===== config.mk =====
export PLATFORM = sky130hd
export DESIGN_NAME = lsu_writeback_top
export DESIGN_NICKNAME = d
export VERILOG_FILES = /design/src/lsu_arb_pkg.sv /design/src/lsu_result_pkg.sv /design/src/lsu_result_if.sv /design/src/lsu_writeback_top.sv /design/src/lsu_arbiter.sv /design/src/rr_arbiter.sv /design/src/result_fifo.sv
export VERILOG_INCLUDE_DIRS = /design/src /design/src/src
export SDC_FILE = /design/constraint.sdc
export NUM_CORES = 1
export LEC_CHECK = 0
export ABC_AREA = 1
export BUFFER_PORTS_ARGS = -buffer_cell sky130_fd_sc_hd__buf_2
export CORE_MARGIN = 2
export CORE_UTILIZATION = 60
export DETAILED_ROUTE_END_ITERATION = 16
export PLACE_DENSITY = 0.85
export SYNTH_ARGS = -nofsm -noshare
export SYNTH_HDL_FRONTEND = slang
export SYNTH_SLANG_ARGS = --single-unit

===== constraint.sdc =====
create_clock -name clk_i -period 16.3 [get_ports clk_i]
set_input_delay 4.075 -clock clk_i [delete_from_list [all_inputs] [get_ports clk_i]]
set_output_delay 4.075 -clock clk_i [all_outputs]
set_load 0.005 [all_outputs]

===== src/lsu_defines.svh =====
`ifndef LSU_DEFINES_SVH
`define LSU_DEFINES_SVH

// Write-back stage sizing for the load/store unit

// Scoreboard tag width
`define LSU_TRANS_ID_BITS 3

// Load data or store result word
`define LSU_RESULT_BITS 64

// Exception cause code width
`define LSU_EXC_CAUSE_BITS 6

// Faulting address or value width
`define LSU_EXC_TVAL_BITS 64

// Entries per path FIFO
// At most two operations per path are in flight, so two entries never overflow
`define LSU_RESULT_FIFO_DEPTH 2

`endif

===== src/lsu_arb_pkg.sv =====
`include "lsu_defines.svh"

// Arbitration and FIFO bookkeeping types
package lsu_arb_pkg;

    // Side that wins when both paths request
    typedef enum logic {
        PRIO_LD = 1'b0,
        PRIO_ST = 1'b1
    } arb_prio_e;

    // Occupancy count from zero up to the full depth
    typedef logic [$clog2(`LSU_RESULT_FIFO_DEPTH+1)-1:0] fifo_cnt_t;

endpackage


===== src/lsu_result_pkg.sv =====
`include "lsu_defines.svh"

// Field types of one write-back result beat
package lsu_result_pkg;

    // Scoreboard tag of the operation
    typedef logic [`LSU_TRANS_ID_BITS-1:0] trans_id_t;

    // Load data or store result
    typedef logic [`LSU_RESULT_BITS-1:0] result_t;

    // Exception cause code
    typedef logic [`LSU_EXC_CAUSE_BITS-1:0] exc_cause_t;

    // Exception trap value, usually the faulting address
    typedef logic [`LSU_EXC_TVAL_BITS-1:0] exc_tval_t;

endpackage


===== src/lsu_result_if.sv =====
`timescale 1ns/1ps

// One result beat, strobed by valid, no ready
interface lsu_result_if;

    // Beat is taken at the edge where valid is high
    logic                      valid;
    lsu_result_pkg::trans_id_t trans_id;
    lsu_result_pkg::result_t   result;

    // Exception attached to the operation
    logic                       ex_valid;
    lsu_result_pkg::exc_cause_t ex_cause;
    lsu_result_pkg::exc_tval_t  ex_tval;

    // Side that drives the beat
    modport producer (
        output valid,
        output trans_id,
        output result,
        output ex_valid,
        output ex_cause,
        output ex_tval
    );

    // Side that samples the beat
    modport consumer (
        input valid,
        input trans_id,
        input result,
        input ex_valid,
        input ex_cause,
        input ex_tval
    );

endinterface


===== src/lsu_writeback_top.sv =====
`timescale 1ns/1ps

// LSU write-back stage with plain ports
module lsu_writeback_top (
    input  logic                       clk_i,
    input  logic                       reset_i,
    input  logic                       flush_i,
    // Load path result
    input  logic                       ld_valid_i,
    input  lsu_result_pkg::trans_id_t  ld_trans_id_i,
    input  lsu_result_pkg::result_t    ld_result_i,
    input  logic                       ld_ex_valid_i,
    input  lsu_result_pkg::exc_cause_t ld_ex_cause_i,
    input  lsu_result_pkg::exc_tval_t  ld_ex_tval_i,
    // Store path result
    input  logic                       st_valid_i,
    input  lsu_result_pkg::trans_id_t  st_trans_id_i,
    input  lsu_result_pkg::result_t    st_result_i,
    input  logic                       st_ex_valid_i,
    input  lsu_result_pkg::exc_cause_t st_ex_cause_i,
    input  lsu_result_pkg::exc_tval_t  st_ex_tval_i,
    // Merged result, consumed every cycle it is valid
    output logic                       valid_o,
    output lsu_result_pkg::trans_id_t  trans_id_o,
    output lsu_result_pkg::result_t    result_o,
    output logic                       ex_valid_o,
    output lsu_result_pkg::exc_cause_t ex_cause_o,
    output lsu_result_pkg::exc_tval_t  ex_tval_o
);

    lsu_result_if ld_res ();
    lsu_result_if st_res ();
    lsu_result_if wb_res ();

    // Load path ports onto its bundle
    assign ld_res.valid    = ld_valid_i;
    assign ld_res.trans_id = ld_trans_id_i;
    assign ld_res.result   = ld_result_i;
    assign ld_res.ex_valid = ld_ex_valid_i;
    assign ld_res.ex_cause = ld_ex_cause_i;
    assign ld_res.ex_tval  = ld_ex_tval_i;

    // Store path ports onto its bundle
    assign st_res.valid    = st_valid_i;
    assign st_res.trans_id = st_trans_id_i;
    assign st_res.result   = st_result_i;
    assign st_res.ex_valid = st_ex_valid_i;
    assign st_res.ex_cause = st_ex_cause_i;
    assign st_res.ex_tval  = st_ex_tval_i;

    lsu_arbiter i_lsu_arbiter (
        .clk_i   (clk_i),
        .reset_i (reset_i),
        .flush_i (flush_i),
        .ld_res  (ld_res.consumer),
        .st_res  (st_res.consumer),
        .wb_res  (wb_res.producer)
    );

    // Merged bundle back out to the ports
    assign valid_o    = wb_res.valid;
    assign trans_id_o = wb_res.trans_id;
    assign result_o   = wb_res.result;
    assign ex_valid_o = wb_res.ex_valid;
    assign ex_cause_o = wb_res.ex_cause;
    assign ex_tval_o  = wb_res.ex_tval;

endmodule


===== src/lsu_arbiter.sv =====
`timescale 1ns/1ps

// Buffers load and store results and merges them onto one port
module lsu_arbiter (
    input  logic           clk_i,
    input  logic           reset_i,
    input  logic           flush_i,
    lsu_result_if.consumer ld_res,
    lsu_result_if.consumer st_res,
    lsu_result_if.producer wb_res
);

    // FIFO head beats
    lsu_result_if ld_head ();
    lsu_result_if st_head ();

    logic ld_not_empty;
    logic st_not_empty;
    logic ld_pop;
    logic st_pop;
    logic arb_valid;
    logic arb_idx;

    // Load path buffer
    result_fifo i_ld_fifo (
        .clk_i      (clk_i),
        .reset_i    (reset_i),
        .flush_i    (flush_i),
        .push_i     (ld_res.valid),
        .wr         (ld_res),
        .pop_i      (ld_pop),
        .rd_valid_o (ld_not_empty),
        .rd         (ld_head.producer)
    );

    // Store path buffer
    result_fifo i_st_fifo (
        .clk_i      (clk_i),
        .reset_i    (reset_i),
        .flush_i    (flush_i),
        .push_i     (st_res.valid),
        .wr         (st_res),
        .pop_i      (st_pop),
        .rd_valid_o (st_not_empty),
        .rd         (st_head.producer)
    );

    // Grant pops the winning head in the same cycle
    rr_arbiter i_rr_arbiter (
        .clk_i   (clk_i),
        .reset_i (reset_i),
        .flush_i (flush_i),
        .req_i   ({st_not_empty, ld_not_empty}),
        .gnt_o   ({st_pop, ld_pop}),
        .valid_o (arb_valid),
        .idx_o   (arb_idx)
    );

    // Output multiplexer, index 1 picks the store head
    assign wb_res.valid    = arb_valid;
    assign wb_res.trans_id = arb_idx ? st_head.trans_id : ld_head.trans_id;
    assign wb_res.result   = arb_idx ? st_head.result   : ld_head.result;
    assign wb_res.ex_valid = arb_idx ? st_head.ex_valid : ld_head.ex_valid;
    assign wb_res.ex_cause = arb_idx ? st_head.ex_cause : ld_head.ex_cause;
    assign wb_res.ex_tval  = arb_idx ? st_head.ex_tval  : ld_head.ex_tval;

endmodule


===== src/rr_arbiter.sv =====
`timescale 1ns/1ps

// Round robin for two requesters
// Bit 0 is the load path, bit 1 the store path
module rr_arbiter (
    input  logic       clk_i,
    input  logic       reset_i,
    input  logic       flush_i,
    input  logic [1:0] req_i,
    output logic [1:0] gnt_o,
    output logic       valid_o,
    output logic       idx_o
);

    // Side favored on a tie
    lsu_arb_pkg::arb_prio_e prio_q;
    lsu_arb_pkg::arb_prio_e prio_d;

    assign valid_o = |req_i;

    // Winner selection
    always_comb begin
        idx_o = 1'b0;
        case (req_i)
            // Lone requester wins regardless of the pointer
            2'b01: idx_o = 1'b0;
            2'b10: idx_o = 1'b1;
            // Tie goes to the favored side
            2'b11: idx_o = (prio_q == lsu_arb_pkg::PRIO_ST);
            default: idx_o = 1'b0;
        endcase
    end

    // One-hot grant, none without a request
    always_comb begin
        gnt_o = 2'b00;
        if (valid_o) begin
            gnt_o = idx_o ? 2'b10 : 2'b01;
        end
    end

    // After a grant the other side is favored
    always_comb begin
        prio_d = prio_q;
        if (valid_o) begin
            prio_d = idx_o ? lsu_arb_pkg::PRIO_LD : lsu_arb_pkg::PRIO_ST;
        end
    end

    always_ff @(posedge clk_i) begin
        if (reset_i || flush_i) begin
            prio_q <= lsu_arb_pkg::PRIO_LD;
        end else begin
            prio_q <= prio_d;
        end
    end

endmodule


===== src/result_fifo.sv =====
`timescale 1ns/1ps
`include "lsu_defines.svh"

// Result buffer for one path, head read combinationally
module result_fifo (
    input  logic         clk_i,
    input  logic         reset_i,
    input  logic         flush_i,
    input  logic         push_i,
    lsu_result_if.consumer wr,
    input  logic         pop_i,
    output logic         rd_valid_o,
    lsu_result_if.producer rd
);

    localparam int DEPTH    = `LSU_RESULT_FIFO_DEPTH;
    localparam int PTR_BITS = (DEPTH > 1) ? $clog2(DEPTH) : 1;
    localparam logic [PTR_BITS-1:0] LAST_PTR = PTR_BITS'(DEPTH - 1);

    // Payload storage, one array per field
    lsu_result_pkg::trans_id_t  trans_id_mem [DEPTH];
    lsu_result_pkg::result_t    result_mem   [DEPTH];
    logic                       ex_valid_mem [DEPTH];
    lsu_result_pkg::exc_cause_t ex_cause_mem [DEPTH];
    lsu_result_pkg::exc_tval_t  ex_tval_mem  [DEPTH];

    logic [PTR_BITS-1:0]    rd_ptr_q;
    logic [PTR_BITS-1:0]    wr_ptr_q;
    lsu_arb_pkg::fifo_cnt_t cnt_q;

    logic not_empty;
    logic push_en;
    logic pop_en;

    assign not_empty = (cnt_q != '0);

    // Flush cycle drops any incoming beat
    assign push_en = push_i & ~flush_i;
    // Popping an empty FIFO is ignored
    assign pop_en  = pop_i & not_empty;

    // Write the incoming beat into the tail slot
    always_ff @(posedge clk_i) begin
        if (push_en) begin
            trans_id_mem[wr_ptr_q] <= wr.trans_id;
            result_mem[wr_ptr_q]   <= wr.result;
            ex_valid_mem[wr_ptr_q] <= wr.ex_valid;
            ex_cause_mem[wr_ptr_q] <= wr.ex_cause;
            ex_tval_mem[wr_ptr_q]  <= wr.ex_tval;
        end
    end

    // Pointers wrap at the last slot, count tracks occupancy
    always_ff @(posedge clk_i) begin
        if (reset_i || flush_i) begin
            rd_ptr_q <= '0;
            wr_ptr_q <= '0;
            cnt_q    <= '0;
        end else begin
            if (push_en) begin
                wr_ptr_q <= (wr_ptr_q == LAST_PTR) ? '0 : wr_ptr_q + 1'b1;
            end
            if (pop_en) begin
                rd_ptr_q <= (rd_ptr_q == LAST_PTR) ? '0 : rd_ptr_q + 1'b1;
            end
            // Push together with pop leaves the count as is
            case ({push_en, pop_en})
                2'b10:   cnt_q <= cnt_q + 1'b1;
                2'b01:   cnt_q <= cnt_q - 1'b1;
                default: cnt_q <= cnt_q;
            endcase
        end
    end

    assign rd_valid_o = not_empty;

    // Head beat, valid follows not-empty
    assign rd.valid    = not_empty;
    assign rd.trans_id = trans_id_mem[rd_ptr_q];
    assign rd.result   = result_mem[rd_ptr_q];
    assign rd.ex_valid = ex_valid_mem[rd_ptr_q];
    assign rd.ex_cause = ex_cause_mem[rd_ptr_q];
    assign rd.ex_tval  = ex_tval_mem[rd_ptr_q];

endmodule


==> results of run 1 <==
-- worst max-delay path by stage --
stage / endpoint / cells after the start
after floorplan: i_lsu_arbiter.i_ld_fifo.ex_cause_mem[1][0] / 3
after global placement: i_lsu_arbiter.i_ld_fifo.ex_tval_mem[0][20] / 6
after detailed placement: result_o[40] / 7
after CTS: ex_tval_o[15] / 8
after global routing: result_o[22] / 8
final: result_o[42] / 7
-- sequential cells by signal (all words and copies together) (netlist names), named ones only --
signal and flops:
i_lsu_arbiter.i_ld_fifo.cnt_q 2, i_lsu_arbiter.i_ld_fifo.ex_cause_mem 12, i_lsu_arbiter.i_ld_fifo.ex_tval_mem 128, i_lsu_arbiter.i_ld_fifo.ex_valid_mem 2, i_lsu_arbiter.i_ld_fifo.rd_ptr_q 1, i_lsu_arbiter.i_ld_fifo.result_mem 128
i_lsu_arbiter.i_ld_fifo.trans_id_mem 6, i_lsu_arbiter.i_ld_fifo.wr_ptr_q 1, i_lsu_arbiter.i_rr_arbiter.prio_q 1, i_lsu_arbiter.i_st_fifo.cnt_q 2, i_lsu_arbiter.i_st_fifo.ex_cause_mem 12, i_lsu_arbiter.i_st_fifo.ex_tval_mem 128
i_lsu_arbiter.i_st_fifo.ex_valid_mem 2, i_lsu_arbiter.i_st_fifo.rd_ptr_q 1, i_lsu_arbiter.i_st_fifo.result_mem 128, i_lsu_arbiter.i_st_fifo.trans_id_mem 6, i_lsu_arbiter.i_st_fifo.wr_ptr_q 1
-- cell usage after synthesis --
cell,number
edfxtp_1,552
o21ai_0,327
nand2_1,288
inv_1,152
or2_2,133
o21ai_1,92
clkbuf_1,46
nor2_1,19
buf_6,16
buf_8,11
dfxtp_1,11
clkbuf_2,7
buf_4,6
or2_1,5
buf_2,3
nand3_1,3
ha_1,2
inv_2,2
nand2_2,2
a21oi_1,1
a31oi_1,1
buf_12,1
nand2_4,1
nand4_1,1
nor2_2,1
nor4_1,1
-- critical path: stages, from the launching register on --
cell and delay (ns):
dfxtp_1 0.35, inv_2 0.07, nand2_2 0.09, nand2_2 0.10
nand2_8 0.67, buf_4 0.88, o21ai_0 0.27, buf_2 0.19
-- stage by stage --
stage	util, %	instances	instance area, sq um
6_report	71.5	2603	26100
5_1_grt	71.5	2597	26100
4_1_cts	71.4	2586	26100
3_5_place_dp	66.8	2494	24400
3_3_place_gp	66.8	2494	24400
2_1_floorplan	-	1684	22200
-- power groups by stage --
stage | clock network, mW | logic [mW] | registers [mW]
after floorplan | 0 | 0.123 | 1.68
after global placement | 0 | 0.222 | 1.68
after detailed placement | 0 | 0.232 | 1.68
after CTS | 1.21 | 0.235 | 1.65
after global routing | 1.26 | 0.259 | 1.65
final | 1.19 | 0.235 | 1.65
-- cell type report --
class / count / area [sq um]
multi-input cells: 877 / 4250
well taps: 468 / 586
diodes: 17 / 42.5
repair buffers: 432 / 2190
flip-flops and latches: 563 / 16800
clock inverters: 22 / 201
inverters: 154 / 581
clock buffers: 70 / 1470
fillers: 2307 / 10400
-- cell families after synthesis --
| group | share of synthesized area [%] |
|---|---|
| flip-flops | 75.6 |
| AND/OR/NAND/NOR | 9.33 |
| AO/OA/AOI/OAI | 9.49 |
| buffers and inverters | 5.45 |
| adder cells (fa/ha/maj) | 0.113 |
-- per-layer routing --
metal	global-route usage, %	up-vias	share of wire [%]	routed length (um)
li1	-	6675	-	-
met1	32.6	6796	35	18700
met2	46.5	700	51	26900
met3	7.60	135	9.9	5240
met4	10.6	24	3.2	1700
met5	0	-	0.28	149
==> reports/metrics.yaml, run 1 <==
outcome: "complete, no violations"
ctsResizeCount: 0
area_delta_synth_final_pct: 17.6
synth_area_leader_cell: "edfxtp_1"
whs_path_depth: 2
via_count: 14300
track_usage_pct: 27.1
clock_path_buffers: 3
crit_path_max_fanout: 170
r2r-start: "i_lsu_arbiter.i_ld_fifo.wr_ptr_q"
p_leak_nw: 10.2
layout_setup_ws_ns: 8.89
cts_root_buffer: "clkbuf_16"
dp_slack_ns: 9.49
post-route-drc-count: 0
setup_viol: 0
numCtsBuffers: 54
cellPowerDensity_nw_per_um2: 118
core_area_sq_um: 36500
first_pass_iters: 5
ys_top_cells_by_area: "edfxtp_1, o21ai_0, nand2_1, or2_2, inv_1"
crit_start: "i_lsu_arbiter.i_ld_fifo.cnt_q[0]"
final_antenna_net_count: 0
place_hpwl_um: 33300
cp.required_ns: 12.23
seq_power_share_pct: 53.6
hold_buffers: 0
tritoncts: "yes"
tns_ns: 0
r2r_cells: 3
grt_pass1_vias: 14400
power_switching_mw: 0.655
p_sw_share_pct: 21.3
maxCapViolations: 0
postCtsSetupRepairBufs: 0
finalCriticalPeriod_ns: 7.41
io_pins: 420
peakVddDrop_uv: 98.3
skew_ns: 0.0225
synth_cell_types: 26
syn_area_sq_um: 22200
mostFrequentLayoutCell: "edfxtp_1"
die_w_um: 196
drtIter0Drc: 1183
clk_pin_slew_ns: 0.06
port_buffers: 419
dieArea_sq_um: 38600
clock-sinks: 563
htree_num_levels: 2
hp-start: "i_lsu_arbiter.i_st_fifo.rd_ptr_q"
grt_max_degree: 171
ys_seq_elements: 563
startpoint_type: "flip-flop"
syn-instance-count: 1684
synth_top_cell_area_share_pct: 74.6
clock_power_share_pct: 38.8
layout_common_cells: "edfxtp_1, buf_2, o21ai_0, nand2_1, inv_1"
period_share_pct: 45.5
path_class: "reg -> out"
power.internal_mw: 2.42
relSlewSlack_pct: 24.7
cp.arrival_ns: 3.34
finalNetCount: 2365
row_count: 70
drt-total-wl_um: 52700
rsz0062_at_grt: "false"
avgSynthCellArea_sq_um: 13.2
finalPower_mw: 3.08
viasPerCell: 5.51
combPwrFrac_pct: 7.6
wl_per_cell_um: 20.2
whs_ns: 0.530
drive_gt1_share_pct: 30.6
clk_latency_ns: 0.59
gr-total-overflow: 0
end_kind: "output pin"
antenna_found_initial: 27
gp_congestion: 0.852
fmax_ghz: 0.135
worst_slew_pin_slew_ns: 1.13
drv_slew: 0
min-delay-path-class: "reg -> reg"
initial_core_util_pct: 60.8
ys_warn_count: 0
synth_nets: 1967
grt_pass1_wl_um: 78700
die_y_um: 196
seq_area_frac_synth_pct: 75.6
reg2reg_to: "i_lsu_arbiter.i_ld_fifo.ex_tval_mem[0][48]"
hold_violations: 0
reg2reg_slack_ns: 13.58
Power figures use the tool's default switching activity.
==> run 2, diff against run 1 <==
Settings changed: ABC_AREA 1 to 0, CORE_UTILIZATION 60 to 50, PLACE_DENSITY 0.85 to 0.76.
Clock period 16.3 ns to 6.2 ns, I/O delays scaled along.
==> run 2 against run 1 <==
Net effect: first-iteration DRC count decreased by 42%; combinational power increased by 140%; register-to-register slack got worse by 10 ns; worst setup slack got worse by 7.0 ns; synthesized area down 3.0%; via count fell by 22%; sequential share of layout area up 0.35 points; critical path depth down 2; utilization is 11 points lower; global-route usage decreased by 7.1 points; largest cell class unchanged; largest power group unchanged.
==> reports/metrics.yaml, run 2 <==
gr-total-overflow: 0  # unchanged
finalPower_mw: 8.08  # +160%
drt-total-wl_um: 45400  # -14%
track_usage_pct: 20.0  # -7.1 points
cp.arrival_ns: 2.77  # -0.57 ns
synth_area_leader_cell: "edfxtp_1"
gp_congestion: 0.748  # -12%
clock_power_share_pct: 39.1  # +0.3 points
relSlewSlack_pct: 28.5  # +3.7 points
final_util_pct: 60.7  # -11 points
postCtsSetupRepairBufs: 0  # unchanged
ctsResizeCount: 0  # unchanged
antenna_found_initial: 23  # -15%
combPwrFrac_pct: 7.1  # -0.5 points
grt_pass1_vias: 11800  # -18%
synth_edf_count: 552  # unchanged
dp_cells: 2000  # -20%
drtIter0Drc: 689  # -42%
core_area_sq_um: 42800  # +17%
die_y_um: 212  # +7.7%
seq_power_share_pct: 53.8  # +0.2 points
numCtsBuffers: 56  # +3.7%
path_class: "reg -> out"
drv_slew: 0  # unchanged
min-delay-path-class: "reg -> reg"
peakVddDrop_uv: 320  # +220%
via_count: 11200  # -22%
finalCriticalPeriod_ns: 4.32
port_buffers: 419  # unchanged
rsz0062_at_grt: "false"
syn-instance-count: 1069  # -37%
async_flop_share_pct: 0  # unchanged
synth_nets: 1352  # -31%
io_pins: 420  # unchanged
dieArea_sq_um: 44800  # +16%
drive_gt1_share_pct: 33.4  # +2.7 points
viasPerCell: 5.28  # -4.2%
cellPowerDensity_nw_per_um2: 311  # +160%
power.internal_mw: 6.39  # +160%
ys_top_cells_by_area: "edfxtp_1, mux2i_1, dfxtp_1, buf_2, buf_6"
place_hpwl_um: 27900  # -16%
outcome: "complete, no violations"
post-route-drc-count: 0  # unchanged
clk_latency_ns: 0.59  # about the same
clk_pin_slew_ns: 0.06  # about the same
synth_cell_types: 22  # -15%
htree_num_levels: 2  # unchanged
crit_path_max_fanout: 55  # -68%
setup_viol: 0  # unchanged
grt_max_degree: 107  # -37%
clock_path_buffers: 3  # unchanged
synth_common_cells: "edfxtp_1, mux2i_1, buf_2"
first_pass_iters: 5  # unchanged
finalNetCount: 1795  # -24%
skew_ns: 0.0124  # -0.0102 ns
row_count: 76  # +8.6%
die_w_um: 212  # +7.7%
worst_slew_pin_slew_ns: 1.07  # -0.0560 ns
avgSynthCellArea_sq_um: 20.1  # +53%
tritoncts: "yes"
cp.required_ns: 4.65  # -7.58 ns
initial_core_util_pct: 50.3  # -10 points
ys.flop_type: "edfxtp_1"
period_share_pct: 69.7
final_cells: 2116  # -19%
end_kind: "output pin"
seq_area_frac_synth_pct: 78.0  # +2.4 points
ys_warn_count: 0  # unchanged
layout_common_cells: "edfxtp_1, buf_2, mux2i_1, clkbuf_16, clkbuf_1"
syn_area_sq_um: 21500  # -3.0%
power_switching_mw: 1.69  # +160%
synth_top_cell_area_share_pct: 77.0  # +2.3 points
p_leak_nw: 9.69  # -5.4%
clock-sinks: 563  # unchanged
area_delta_synth_final_pct: 20.6
fmax_ghz: 0.232
startpoint_type: "flip-flop"
grt_pass1_wl_um: 66700  # -15%
hold_buffers: 0  # unchanged
p_sw_share_pct: 20.9  # -0.37 points
hold_violations: 0  # unchanged
mostFrequentLayoutCell: "edfxtp_1"
wl_per_cell_um: 21.4  # +5.9%
maxCapViolations: 0  # unchanged
cts_root_buffer: "clkbuf_16"
yosysMostFrequentCell: "edfxtp_1"
final_antenna_net_count: 0  # unchanged
ys_seq_elements: 563  # unchanged
-- run 2: power by group through the flow --
| stage | logic (mW) | clock network, mW | registers [mW] |
|---|---|---|---|
| after global placement | 0.565 | 0 | 4.42 |
| after detailed placement | 0.580 | 0 | 4.43 |
| after global routing | 0.625 | 3.39 | 4.35 |
| after CTS | 0.583 | 3.24 | 4.35 |
| final | 0.574 | 3.16 | 4.35 |
| after floorplan | 0.303 | 0 | 4.43 |
-- run 2: stage by stage --
step / setup TNS (ns) / instance area, sq um / hold slack, ns / setup WS [ns]
finish: 0 / 26000 / 0.487 / 1.88
CTS: 0 / 25900 / 0.491 / 1.84
detailed placement: 0 / 24200 / 0.483 / 2.49
floorplan: -1043.91 / 21500 / 0.452 / -1.89
global route: 0 / 26000 / 0.517 / 1.75
global placement: 0 / 24200 / 0.462 / 2.52
-- run 2: area by class of cell --
cell class              count  area (sq um)
fillers                  3073         16800
inverters                   3          11.3
multi-input cells         454          4440
well taps                 546           683
repair buffers            434          2280
diodes                     17          42.5
clock buffers              70          1450
flip-flops and latches    563         16800
clock inverters            29           262
-- run 2: final timing paths --
kind,start,endpoint,slack (ns),depth (start not counted)
min,i_lsu_arbiter.i_st_fifo.rd_ptr_q,i_lsu_arbiter.i_st_fifo.rd_ptr_q,0.49,2
min reg2reg,i_lsu_arbiter.i_st_fifo.rd_ptr_q,i_lsu_arbiter.i_st_fifo.rd_ptr_q,0.49,2
max,i_lsu_arbiter.i_ld_fifo.cnt_q[0],ex_cause_o[0],1.88,5
max reg2reg,i_lsu_arbiter.i_ld_fifo.cnt_q[0],i_lsu_arbiter.i_st_fifo.cnt_q[1],3.58,7
-- run 2: cells by family after synthesis --
group                      count (synthesis)  share of synthesized area (%)
muxes                                    418                           19.4
and+or+nand+nor                           21                          0.471
AOI/OAI and AO/OA                          7                          0.186
xor gates and xnor gates                   6                          0.244
buffers and inverters                     52                           1.57
DFF                                      563                           78.0
adders and majority gates                  2                          0.116
-- run 2: worst max-delay path: stages (launching register included) --
cell and delay (ns):
dfxtp_1 0.42, nor2_1 0.11, o21ai_4 0.17, buf_4 0.84, mux2i_1 0.43, buf_2 0.18
-- run 2: per-layer routing --
layer	up-vias	wire length (um)	track usage, %
met2	347	23400	34.5
li1	5147	-	-
met1	5559	17200	23.4
met3	96	3410	5.82
met5	-	89	0
met4	16	1260	8.47
